$ cat config.mk
export PLATFORM = sky130hd
export DESIGN_NAME = trace_monitor
export DESIGN_NICKNAME = d
export VERILOG_FILES = /design/src/trace_pkg.sv /design/src/trace_assembler.sv /design/src/trace_fifo.sv /design/src/trace_stats.sv /design/src/trace_monitor.sv
export SDC_FILE = /design/constraint.sdc
export NUM_CORES = 1
export LEC_CHECK = 0
export BUFFER_PORTS_ARGS = -buffer_cell sky130_fd_sc_hd__buf_2
export CORE_ASPECT_RATIO = 2
export CORE_UTILIZATION = 30
export CTS_BUF_LIST = sky130_fd_sc_hd__clkbuf_8 sky130_fd_sc_hd__clkbuf_16
export DETAILED_ROUTE_END_ITERATION = 10
export SYNTH_ARGS = -nofsm -noshare
export SYNTH_HDL_FRONTEND = slang
export SYNTH_SLANG_ARGS = --single-unit
export TNS_END_PERCENT = 5
$ cat constraint.sdc
create_clock -name tcb -period 26.1 [get_ports tcb]
set_input_delay 2.61 -clock tcb [delete_from_list [all_inputs] [get_ports tcb]]
set_output_delay 2.61 -clock tcb [all_outputs]
set_load 0.02 [all_outputs]
$ cat src/trace_pkg.sv
////////////////////////////////////////////////////////////////////////////
// shared definitions for the execution trace monitor
// bus phase codes, transfer size and the retirement record
// imported by every RTL module and by the testbench
////////////////////////////////////////////////////////////////////////////

`default_nettype none

package trace_pkg;

    // rv32 only
    localparam int unsigned XLEN = 32;

    // bus phase codes, as driven by the core FSM
    typedef enum logic [2:0] {
        IF  = 3'b000,  // instruction fetch
        MLD = 3'b001,  // memory load
        MST = 3'b010,  // memory store
        EXE = 3'b011,  // execute, branch condition only
        WB  = 3'b100,  // register write-back
        RS1 = 3'b101,  // register read, source 1
        RS2 = 3'b110   // register read, source 2
    } pha_t;

    // logarithmic transfer size
    typedef enum logic [1:0] {
        SIZ_B = 2'd0,  // byte
        SIZ_H = 2'd1,  // half
        SIZ_W = 2'd2   // word
    } siz_t;

    // one retired instruction
    typedef struct packed {
        logic [XLEN-1:0] ifu_adr;  // pc
        logic [XLEN-1:0] ifu_ins;  // instruction word
        logic            ifu_ill;  // not a 32-bit encoding
        logic            wbu_ena;  // write-back valid
        logic [     4:0] wbu_idx;  // destination register
        logic [XLEN-1:0] wbu_dat;  // write-back data
        logic            lsu_ena;  // load/store valid
        logic            lsu_wen;  // store
        logic            lsu_ren;  // load
        logic [XLEN-1:0] lsu_adr;
        siz_t            lsu_siz;
        logic [XLEN-1:0] lsu_wdt;  // store data
        logic [XLEN-1:0] lsu_rdt;  // load data
    } trace_rec_t;

endpackage

`default_nettype wire

$ cat src/trace_assembler.sv
////////////////////////////////////////////////////////////////////////////
// retirement record assembler
// pairs each bus request with its response one cycle later and collects
// fetch, write-back and load/store transfers into one record; the next
// fetch closes the record and pushes it for one cycle
////////////////////////////////////////////////////////////////////////////

`default_nettype none

module trace_assembler
    import trace_pkg::*;
(
    input  logic            tcb,
    input  logic            rst,
    // monitored bus
    input  logic            trn,
    input  pha_t            pha,
    input  logic [XLEN-1:0] req_adr,
    input  logic [XLEN-1:0] req_wdt,
    input  siz_t            req_siz,
    input  logic [XLEN-1:0] rsp_rdt,
    // finished record
    output logic            rec_push,
    output trace_rec_t      rec
);

////////////////////////////////////////////////////////////////////////////
// request stage
////////////////////////////////////////////////////////////////////////////

    logic            dly_trn;  // transfer in previous cycle
    pha_t            dly_pha;
    logic [XLEN-1:0] dly_adr;
    logic [XLEN-1:0] dly_wdt;
    siz_t            dly_siz;

    always_ff @(posedge tcb) begin
        if (rst) begin
            dly_trn <= 1'b0;
        end else begin
            dly_trn <= trn;
        end
    end

    // request payload, qualified by dly_trn
    always_ff @(posedge tcb) begin
        dly_pha <= pha;
        dly_adr <= req_adr;
        dly_wdt <= req_wdt;
        dly_siz <= req_siz;
    end

////////////////////////////////////////////////////////////////////////////
// record control
////////////////////////////////////////////////////////////////////////////

    logic       rec_open;  // a fetch has been seen since reset
    logic       dly_ifu;   // fetch completes this cycle
    trace_rec_t cur;       // record being built

    assign dly_ifu = dly_trn && (dly_pha == IF);

    always_ff @(posedge tcb) begin
        if (rst) begin
            rec_open <= 1'b0;
            rec_push <= 1'b0;
        end else begin
            rec_push <= dly_ifu && rec_open;  // first fetch pushes nothing
            if (dly_ifu) begin
                rec_open <= 1'b1;
            end
        end
    end

////////////////////////////////////////////////////////////////////////////
// record payload
////////////////////////////////////////////////////////////////////////////

    always_ff @(posedge tcb) begin
        if (dly_trn) begin
            case (dly_pha)
                IF: begin
                    // hand over the finished record, start a fresh one
                    rec <= cur;
                    cur <= '0;
                    cur.ifu_adr <= dly_adr;
                    cur.ifu_ins <= rsp_rdt;
                    cur.ifu_ill <= (rsp_rdt[1:0] != 2'b11);  // 16-bit encodings
                end
                WB: begin
                    cur.wbu_ena <= 1'b1;
                    cur.wbu_idx <= dly_adr[6:2];  // register index on address
                    cur.wbu_dat <= dly_wdt;
                end
                MLD: begin
                    cur.lsu_ena <= 1'b1;
                    cur.lsu_ren <= 1'b1;
                    cur.lsu_adr <= dly_adr;
                    cur.lsu_siz <= dly_siz;
                    cur.lsu_rdt <= rsp_rdt;  // response of the load
                end
                MST: begin
                    cur.lsu_ena <= 1'b1;
                    cur.lsu_wen <= 1'b1;
                    cur.lsu_adr <= dly_adr;
                    cur.lsu_siz <= dly_siz;
                    cur.lsu_wdt <= dly_wdt;
                end
                default: begin
                    // RS1, RS2, EXE leave the record alone
                end
            endcase
        end
    end

endmodule

`default_nettype wire

$ cat src/trace_fifo.sv
////////////////////////////////////////////////////////////////////////////
// record queue, first word fall through
// head is valid while avail is high, pop retires it at the clock edge;
// a push into a full queue is dropped and sets the sticky ovf flag
////////////////////////////////////////////////////////////////////////////

`default_nettype none

module trace_fifo
    import trace_pkg::*;
#(
    parameter int unsigned DEPTH = 4  // power of two
)(
    input  logic       tcb,
    input  logic       rst,
    // write side
    input  logic       push,
    input  trace_rec_t din,
    // read side
    input  logic       pop,
    output trace_rec_t head,
    output logic       avail,
    // status
    output logic       ovf
);

    localparam int unsigned AW = $clog2(DEPTH);

    trace_rec_t    mem [DEPTH];
    logic [AW:0]   wr_ptr;  // extra bit tells full from empty
    logic [AW:0]   rd_ptr;
    logic          full;
    logic          empty;
    logic          wr_ena;
    logic          rd_ena;

    assign empty  = (wr_ptr == rd_ptr);
    assign full   = (wr_ptr[AW] != rd_ptr[AW])
                 && (wr_ptr[AW-1:0] == rd_ptr[AW-1:0]);
    assign wr_ena = push && !full;
    assign rd_ena = pop && !empty;  // pop on empty is ignored

    // pointers and overflow
    always_ff @(posedge tcb) begin
        if (rst) begin
            wr_ptr <= '0;
            rd_ptr <= '0;
            ovf    <= 1'b0;
        end else begin
            if (wr_ena) wr_ptr <= wr_ptr + 1'b1;
            if (rd_ena) rd_ptr <= rd_ptr + 1'b1;
            if (push && full) ovf <= 1'b1;  // sticky until reset
        end
    end

    // storage
    always_ff @(posedge tcb) begin
        if (wr_ena) begin
            mem[wr_ptr[AW-1:0]] <= din;
        end
    end

    assign head  = mem[rd_ptr[AW-1:0]];
    assign avail = !empty;

endmodule

`default_nettype wire

$ cat src/trace_stats.sv
////////////////////////////////////////////////////////////////////////////
// retirement statistics
// counts pushed records and their loads, stores and write-backs;
// counters wrap, clr zeroes all of them and wins over a push
////////////////////////////////////////////////////////////////////////////

`default_nettype none

module trace_stats
    import trace_pkg::*;
#(
    parameter int unsigned CNT_W = 16
)(
    input  logic             tcb,
    input  logic             rst,
    input  logic             clr,
    // observed record stream
    input  logic             push,
    input  trace_rec_t       rec,
    // counters
    output logic [CNT_W-1:0] cnt_ins,
    output logic [CNT_W-1:0] cnt_ld,
    output logic [CNT_W-1:0] cnt_st,
    output logic [CNT_W-1:0] cnt_wb
);

    always_ff @(posedge tcb) begin
        if (rst || clr) begin
            cnt_ins <= '0;
            cnt_ld  <= '0;
            cnt_st  <= '0;
            cnt_wb  <= '0;
        end else if (push) begin
            // dropped records count as well
            cnt_ins <= cnt_ins + 1'b1;
            cnt_ld  <= cnt_ld + CNT_W'(rec.lsu_ren);
            cnt_st  <= cnt_st + CNT_W'(rec.lsu_wen);
            cnt_wb  <= cnt_wb + CNT_W'(rec.wbu_ena);
        end
    end

endmodule

`default_nettype wire

$ cat src/trace_monitor.sv
////////////////////////////////////////////////////////////////////////////
// passive execution trace monitor, top level
// watches the core system bus, never stalls it; records come out of
// the queue with rec_pop, statistics are cleared with clr
////////////////////////////////////////////////////////////////////////////

`default_nettype none

module trace_monitor
    import trace_pkg::*;
#(
    parameter int unsigned DEPTH = 4,   // queue depth, power of two
    parameter int unsigned CNT_W = 16   // counter width
)(
    input  logic             tcb,
    input  logic             rst,
    // monitored bus
    input  logic             trn,
    input  pha_t             pha,
    input  logic [XLEN-1:0]  req_adr,
    input  logic [XLEN-1:0]  req_wdt,
    input  siz_t             req_siz,
    input  logic [XLEN-1:0]  rsp_rdt,
    // record queue
    input  logic             rec_pop,
    output trace_rec_t       rec_head,
    output logic             rec_avail,
    output logic             ovf,
    // statistics
    input  logic             clr,
    output logic [CNT_W-1:0] cnt_ins,
    output logic [CNT_W-1:0] cnt_ld,
    output logic [CNT_W-1:0] cnt_st,
    output logic [CNT_W-1:0] cnt_wb
);

    logic       rec_push;  // one cycle per finished record
    trace_rec_t rec;

    trace_assembler trace_assembler_i (
        .tcb      (tcb),
        .rst      (rst),
        .trn      (trn),
        .pha      (pha),
        .req_adr  (req_adr),
        .req_wdt  (req_wdt),
        .req_siz  (req_siz),
        .rsp_rdt  (rsp_rdt),
        .rec_push (rec_push),
        .rec      (rec)
    );

    trace_fifo #(
        .DEPTH (DEPTH)
    ) trace_fifo_i (
        .tcb   (tcb),
        .rst   (rst),
        .push  (rec_push),
        .din   (rec),
        .pop   (rec_pop),
        .head  (rec_head),
        .avail (rec_avail),
        .ovf   (ovf)
    );

    // sees every push, also those the queue drops
    trace_stats #(
        .CNT_W (CNT_W)
    ) trace_stats_i (
        .tcb     (tcb),
        .rst     (rst),
        .clr     (clr),
        .push    (rec_push),
        .rec     (rec),
        .cnt_ins (cnt_ins),
        .cnt_ld  (cnt_ld),
        .cnt_st  (cnt_st),
        .cnt_wb  (cnt_wb)
    );

endmodule

`default_nettype wire

; ---- After elaboration in Yosys (flattened, before gate mapping)
; Memories as Yosys holds them, arrays and structs flattened. A register that Yosys moved wholly into a read port is not among the register bits.
; Index checks and enable logic that the tools add are counted.
[word_totals]
romBits = 0
latch_bits = 0
word_cells = 85
n_memories = 1
ff_bits = 551
out_inout_bits = 270
mem_bits_rw = 816
[memory_table]
columns = name, words, word_bits, read_ports, rd_clocked_by_memory_dff, wr, line_no
row1 = trace_fifo_i.mem, 4, 204, 1, 1, 1, trace_fifo.sv:29  ; trace_rec_t mem [DEPTH];
[op_classes]
n_lt_le_gt_ge = 0
eq_ne = 7
n_mux = 11
div_mod_pow = 0
add_sub_neg = 6
n_reduce_logical = 20
shifts = 0
bitwise = 0
mul = 0
[ops]
columns = cell, n
row1 = $pmux W32 S2, 2
row2 = $pmux W38 S2, 1
row3 = $pmux W34 S2, 1
row4 = $add A16 B1 Y16, 3
row5 = $add A16 B1 Y16 const B, 1
row6 = $reduce_and A2 Y1, 5
row7 = $reduce_bool A2 Y1, 4
row8 = $add A3 B1 Y3 const B, 2
row9 = $logic_and A1 B1 Y1, 6
row10 = $pmux W1 S2, 3
row11 = $mux W2, 2
row12 = $eq A3 B1 Y1 const B, 1
row13 = $eq A3 B2 Y1 const B, 1
row14 = $eq A3 B3 Y1, 1
row15 = $eq A3 B3 Y1 const B, 1
row16 = $logic_not A3 Y1, 1
row17 = $eq A2 B2 Y1, 1
row18 = $logic_not A1 Y1, 2
row19 = $mux W1, 2
row20 = $ne A2 B2 Y1 const B, 1
row21 = $reduce_or A2 Y1, 1
row22 = $logic_or A1 B1 Y1, 1
row23 = $ne A1 B1 Y1, 1

; ---- Depth between registers and ports, before layout
[depth]
ltp_word = 6
ltp_mapped = 6

; ---- By module
; A second synthesis with hierarchy kept.
[hier_totals]
cells_unflattened = 2120
hier_area_um2 = 47710.8
[modules_own_cells]
columns = mod, cells_each, instances, seq_area_each_um2, area_per_inst_um2
row1 = trace_fifo, 1139, 1, 24683.7, 30048.8
row2 = trace_assembler, 651, 1, 13693.1, 14795.4
row3 = trace_stats, 330, 1, 1281.2, 2866.5

; ---- Least setup slack after synthesis
; Ideal clock, no wire load.
[synth_timing]
path_type = reg-to-reg
startpoint = reg trace_assembler_i.dly_pha[1]
endpoint = reg trace_assembler_i.rec_push
synth_period_minus_slack_ps = 20377
arrival_time_ps = 20210
path_stages_with_launch = 4
setup_slack_ps = 5723
t_required_ps = 25933
setup_time_ps = 167
path_cell_list = dfxtp_1 > nand2b_1 > nor3_1 > and3b_1
[synth_via]
elab_chain_cells = 3
[synth_rtl]
columns = item, line_no
row1 = from (decl), trace_assembler.sv:32  ; pha_t dly_pha;
row2 = from (signal assigned), trace_assembler.sv:47  ; dly_pha <= pha;
row3 = $logic_not A3 Y1, trace_assembler.sv:61  ; assign dly_ifu = dly_trn && (dly_pha == IF);
row4 = $logic_and A1 B1 Y1, trace_assembler.sv:61
row5 = named net trace_assembler_i.dly_ifu, trace_assembler.sv:58  ; logic dly_ifu;
row6 = $logic_and A1 B1 Y1, trace_assembler.sv:68  ; rec_push <= dly_ifu && rec_open;
row7 = to (signal assigned), trace_assembler.sv:68
row8 = to (decl), trace_assembler.sv:23  ; output logic rec_push,
; The timed path passes the listed nets, and every way through them passes these cells.
; A chain may end at the register's enable or synchronous reset.

==> impl_metrics.ini <==
[status]
status = completed

[sta]
slew_headroom_pct = 32.4
setup_viol = 0
slew_viol_final = 0
tightest_slew_ns = 1.01
grt_setup_unrepaired = false
tns_ns = 0
clock_skew_ns = 0.0315
period_minus_slack_ns = 7.66
whs_ns = 0.401
hold_viol = 0
finalCritPeriodShare_pct = 29.4
fin_ws_ns = 18.44
fmax_mhz = 130

[critical_path]
timing.critical_path.cells = buf_4 -> buf_4 -> buf_4 -> mux4_2 -> buf_2
max_stage_delay_ns = 0.96
cp_top_family = buffers and inverters
cp.arrival_ns = 5.05
critPathMaxFanout = 44
worstPathBufferInverterCount = 4
r2r_slack_ns = 22.07
startpoint_type = register
crit_type = register to output pin
crit_path_end_kind = output pin
crit_path_frequent_cell = buf_4
critPathSlowestCell = dfxtp_4
required_ns = 23.49

[clocking]
ctsLongestPathBuffers = 3
clock-sinks = 1369
cts.clk_slew.worst_paths_ns = 0.06
cts_root_buf = clkbuf_16
post-cts-setup-buffer-count = 0
cts_tree = yes
clk_latency_ns = 0.71
post_cts_hold_buffer_count = 0
cts_buffers = 117
cts-resized-gates = 0
cts_htree_levels = 3

[synthesis]
ys_ff_latch = 1369
synth-async-reset-ratio_pct = 0
synth_top_family_by_area = multiplexers
syn_area_sq_um = 47300
syn_nets = 2205
synthAdderAreaFrac_pct = 0.370
synth_xor_xnor_area_share_pct = 0.926
synth.distinct_cells = 38
avgSynthCellArea_sq_um = 22.7
ys_top_cells_by_count = 1224 x edfxtp_1, 204 x mux4_2, 145 x dfxtp_1
synth_edf_count = 1224
synth-simple-area-share_pct = 3.86
yosys_most_used_dff = edfxtp_1
seq_area_frac_synth_pct = 83.8
ys_top_cells_by_area = edfxtp_1 78%, mux4_2 9.7%, dfxtp_1 6.1%
yosysMostFrequentCell = edfxtp_1
synth_compound_area_share_pct = 0.397
synthMuxAreaShare_pct = 9.92
synth_top_cell_area_share_pct = 77.7
netlist.top_cell.by_area = edfxtp_1
syn_inst = 2085
yosys_warnings = 0

[floorplan]
core_sq_um = 156000
die_x_um = 283
dieHeight_um = 564
pin_count = 376
rows = 205
die_area_sq_um = 159000
start_util_pct = 30.3

[routing]
drc = 0
num_vias = 20800
first_pass_iters = 5
wirelength_um = 100000
wl_per_cell_um = 21.3
drtAntennaViolNets = 0
routed_via_density = 4.41
drt_iter0_drc = 1157

[placed_design]
dp_hpwl_um = 61000
gp_congestion = 0.767
port_buffers = 375
dp_slack_ns = 18.79

[global_routing]
grt_max_degree = 107
grt_pass1_wl_um = 145000
groute.usage.overall_pct = 12.5
grt_pass1_vias = 21900
grt_overflow_total = 0
antenna_found_initial = 20

[power_and_ir_drop]
p_clk_share_pct = 41.5
p_sw_mw = 0.817
max-vdd-ir-drop_v = 0.0000629
p_leak_nw = 17.4
internal_power_mw = 3.31
power_density_nw_per_um2 = 74.1
p_comb_share_pct = 0.8
p_sw_share_pct = 19.8
p_seq_share_pct = 57.8

[final_layout]
layout-drive-gt1-share_pct = 30.7
area_growth_pct = 17.6
utilization_pct = 35.6
nets = 2661

[min_path]
hold_class = register to register

[flow_run]
cap_violations = 0
[power groups by stage]
stage,Clock [mW],Sequential (mW),Combinational [mW]
6_report,1.71,2.38,0.0314
5_1_grt,1.84,2.38,0.0347
4_1_cts,1.77,2.38,0.0331
3_5_place_dp,0,2.43,0.0330
3_3_place_gp,0,2.43,0.0326
2_1_floorplan,0,2.43,0.0130
[per-layer routing]
metal | vias to the layer above | track usage (%) | part of all wire [%]
met3 | 180 | 3.71 | 6.8
met5 | - | 0 | 0.13
met1 | 10800 | 14.4 | 39
li1 | 9278 | - | -
met4 | 20 | 4.49 | 3.1
met2 | 534 | 21.8 | 51
[sequential cells by signal, indices dropped and copies added, names as in the netlist, 16 cells and up, named ones only]
| register | cells |
|---|---|
| trace_fifo_i.mem | 816 |
| trace_assembler_i.cur | 204 |
| trace_assembler_i.rec | 204 |
| trace_assembler_i.dly_adr | 32 |
| trace_assembler_i.dly_wdt | 32 |
| trace_stats_i.cnt_ins | 16 |
| trace_stats_i.cnt_ld | 16 |
| trace_stats_i.cnt_st | 16 |
| trace_stats_i.cnt_wb | 16 |
[layout by cell type (no fill, tap or decap), types with 24 or more instances in the layout]
| master | count |
|---|---|
| edfxtp_1 | 1224 |
| buf_2 | 375 |
| mux4_2 | 204 |
| dfxtp_1 | 143 |
| clkbuf_16 | 119 |
| and2_1 | 102 |
| nor2_1 | 65 |
| nor2b_1 | 37 |
| buf_4 | 34 |
| inv_1 | 31 |
| nand2_1 | 28 |
| xor2_1 | 26 |
| xnor2_1 | 24 |
[path summary, 6_finish.rpt]
kind / start / to / depth (start not counted)
hold reg to reg: trace_assembler_i.cur[23] / trace_assembler_i.rec[23] / 0
hold / removal: trace_assembler_i.cur[23] / trace_assembler_i.rec[23] / 0
setup reg to reg: trace_fifo_i.wr_ptr[1] / trace_fifo_i.mem[0][55] / 6
setup / recovery: register / rec_head[114] / 5
[per-stage QoR]
stage	total power, mW	std cells	cell area, sq um
3_5_place_dp	2.46	4492	51800
2_1_floorplan	2.44	2085	47300
4_1_cts	4.19	4712	55600
5_1_grt	4.26	4714	55600
6_report	4.12	4717	55600
3_3_place_gp	2.46	4492	51800
[layout make-up]
type,count,area [sq um]
fill,14400,101000
sequential,1369,39700
multi-input combinational,634,7390
clock buffer,124,3050
tap,2070,2590
timing repair buffer,410,2150
clock inverter,96,754
inverter,9,41.3
antenna,5,12.5
[worst register-to-register path, stage by stage, from the launching register on]
cell and delay (ns):
dfxtp_1 0.42, xor2_1 0.37, nor3_1 0.12, nor2b_1 0.23
and2_4 0.69, buf_4 0.76, buf_4 0.97
[cell families after synthesis]
group           count (synthesis)
xor+xnor                       50
compound gates                 31
buf+inv                        82
flops                        1369
fa+ha+maj                      14
simple gates                  325
mux                           214
Power figures use the tool's default switching activity.
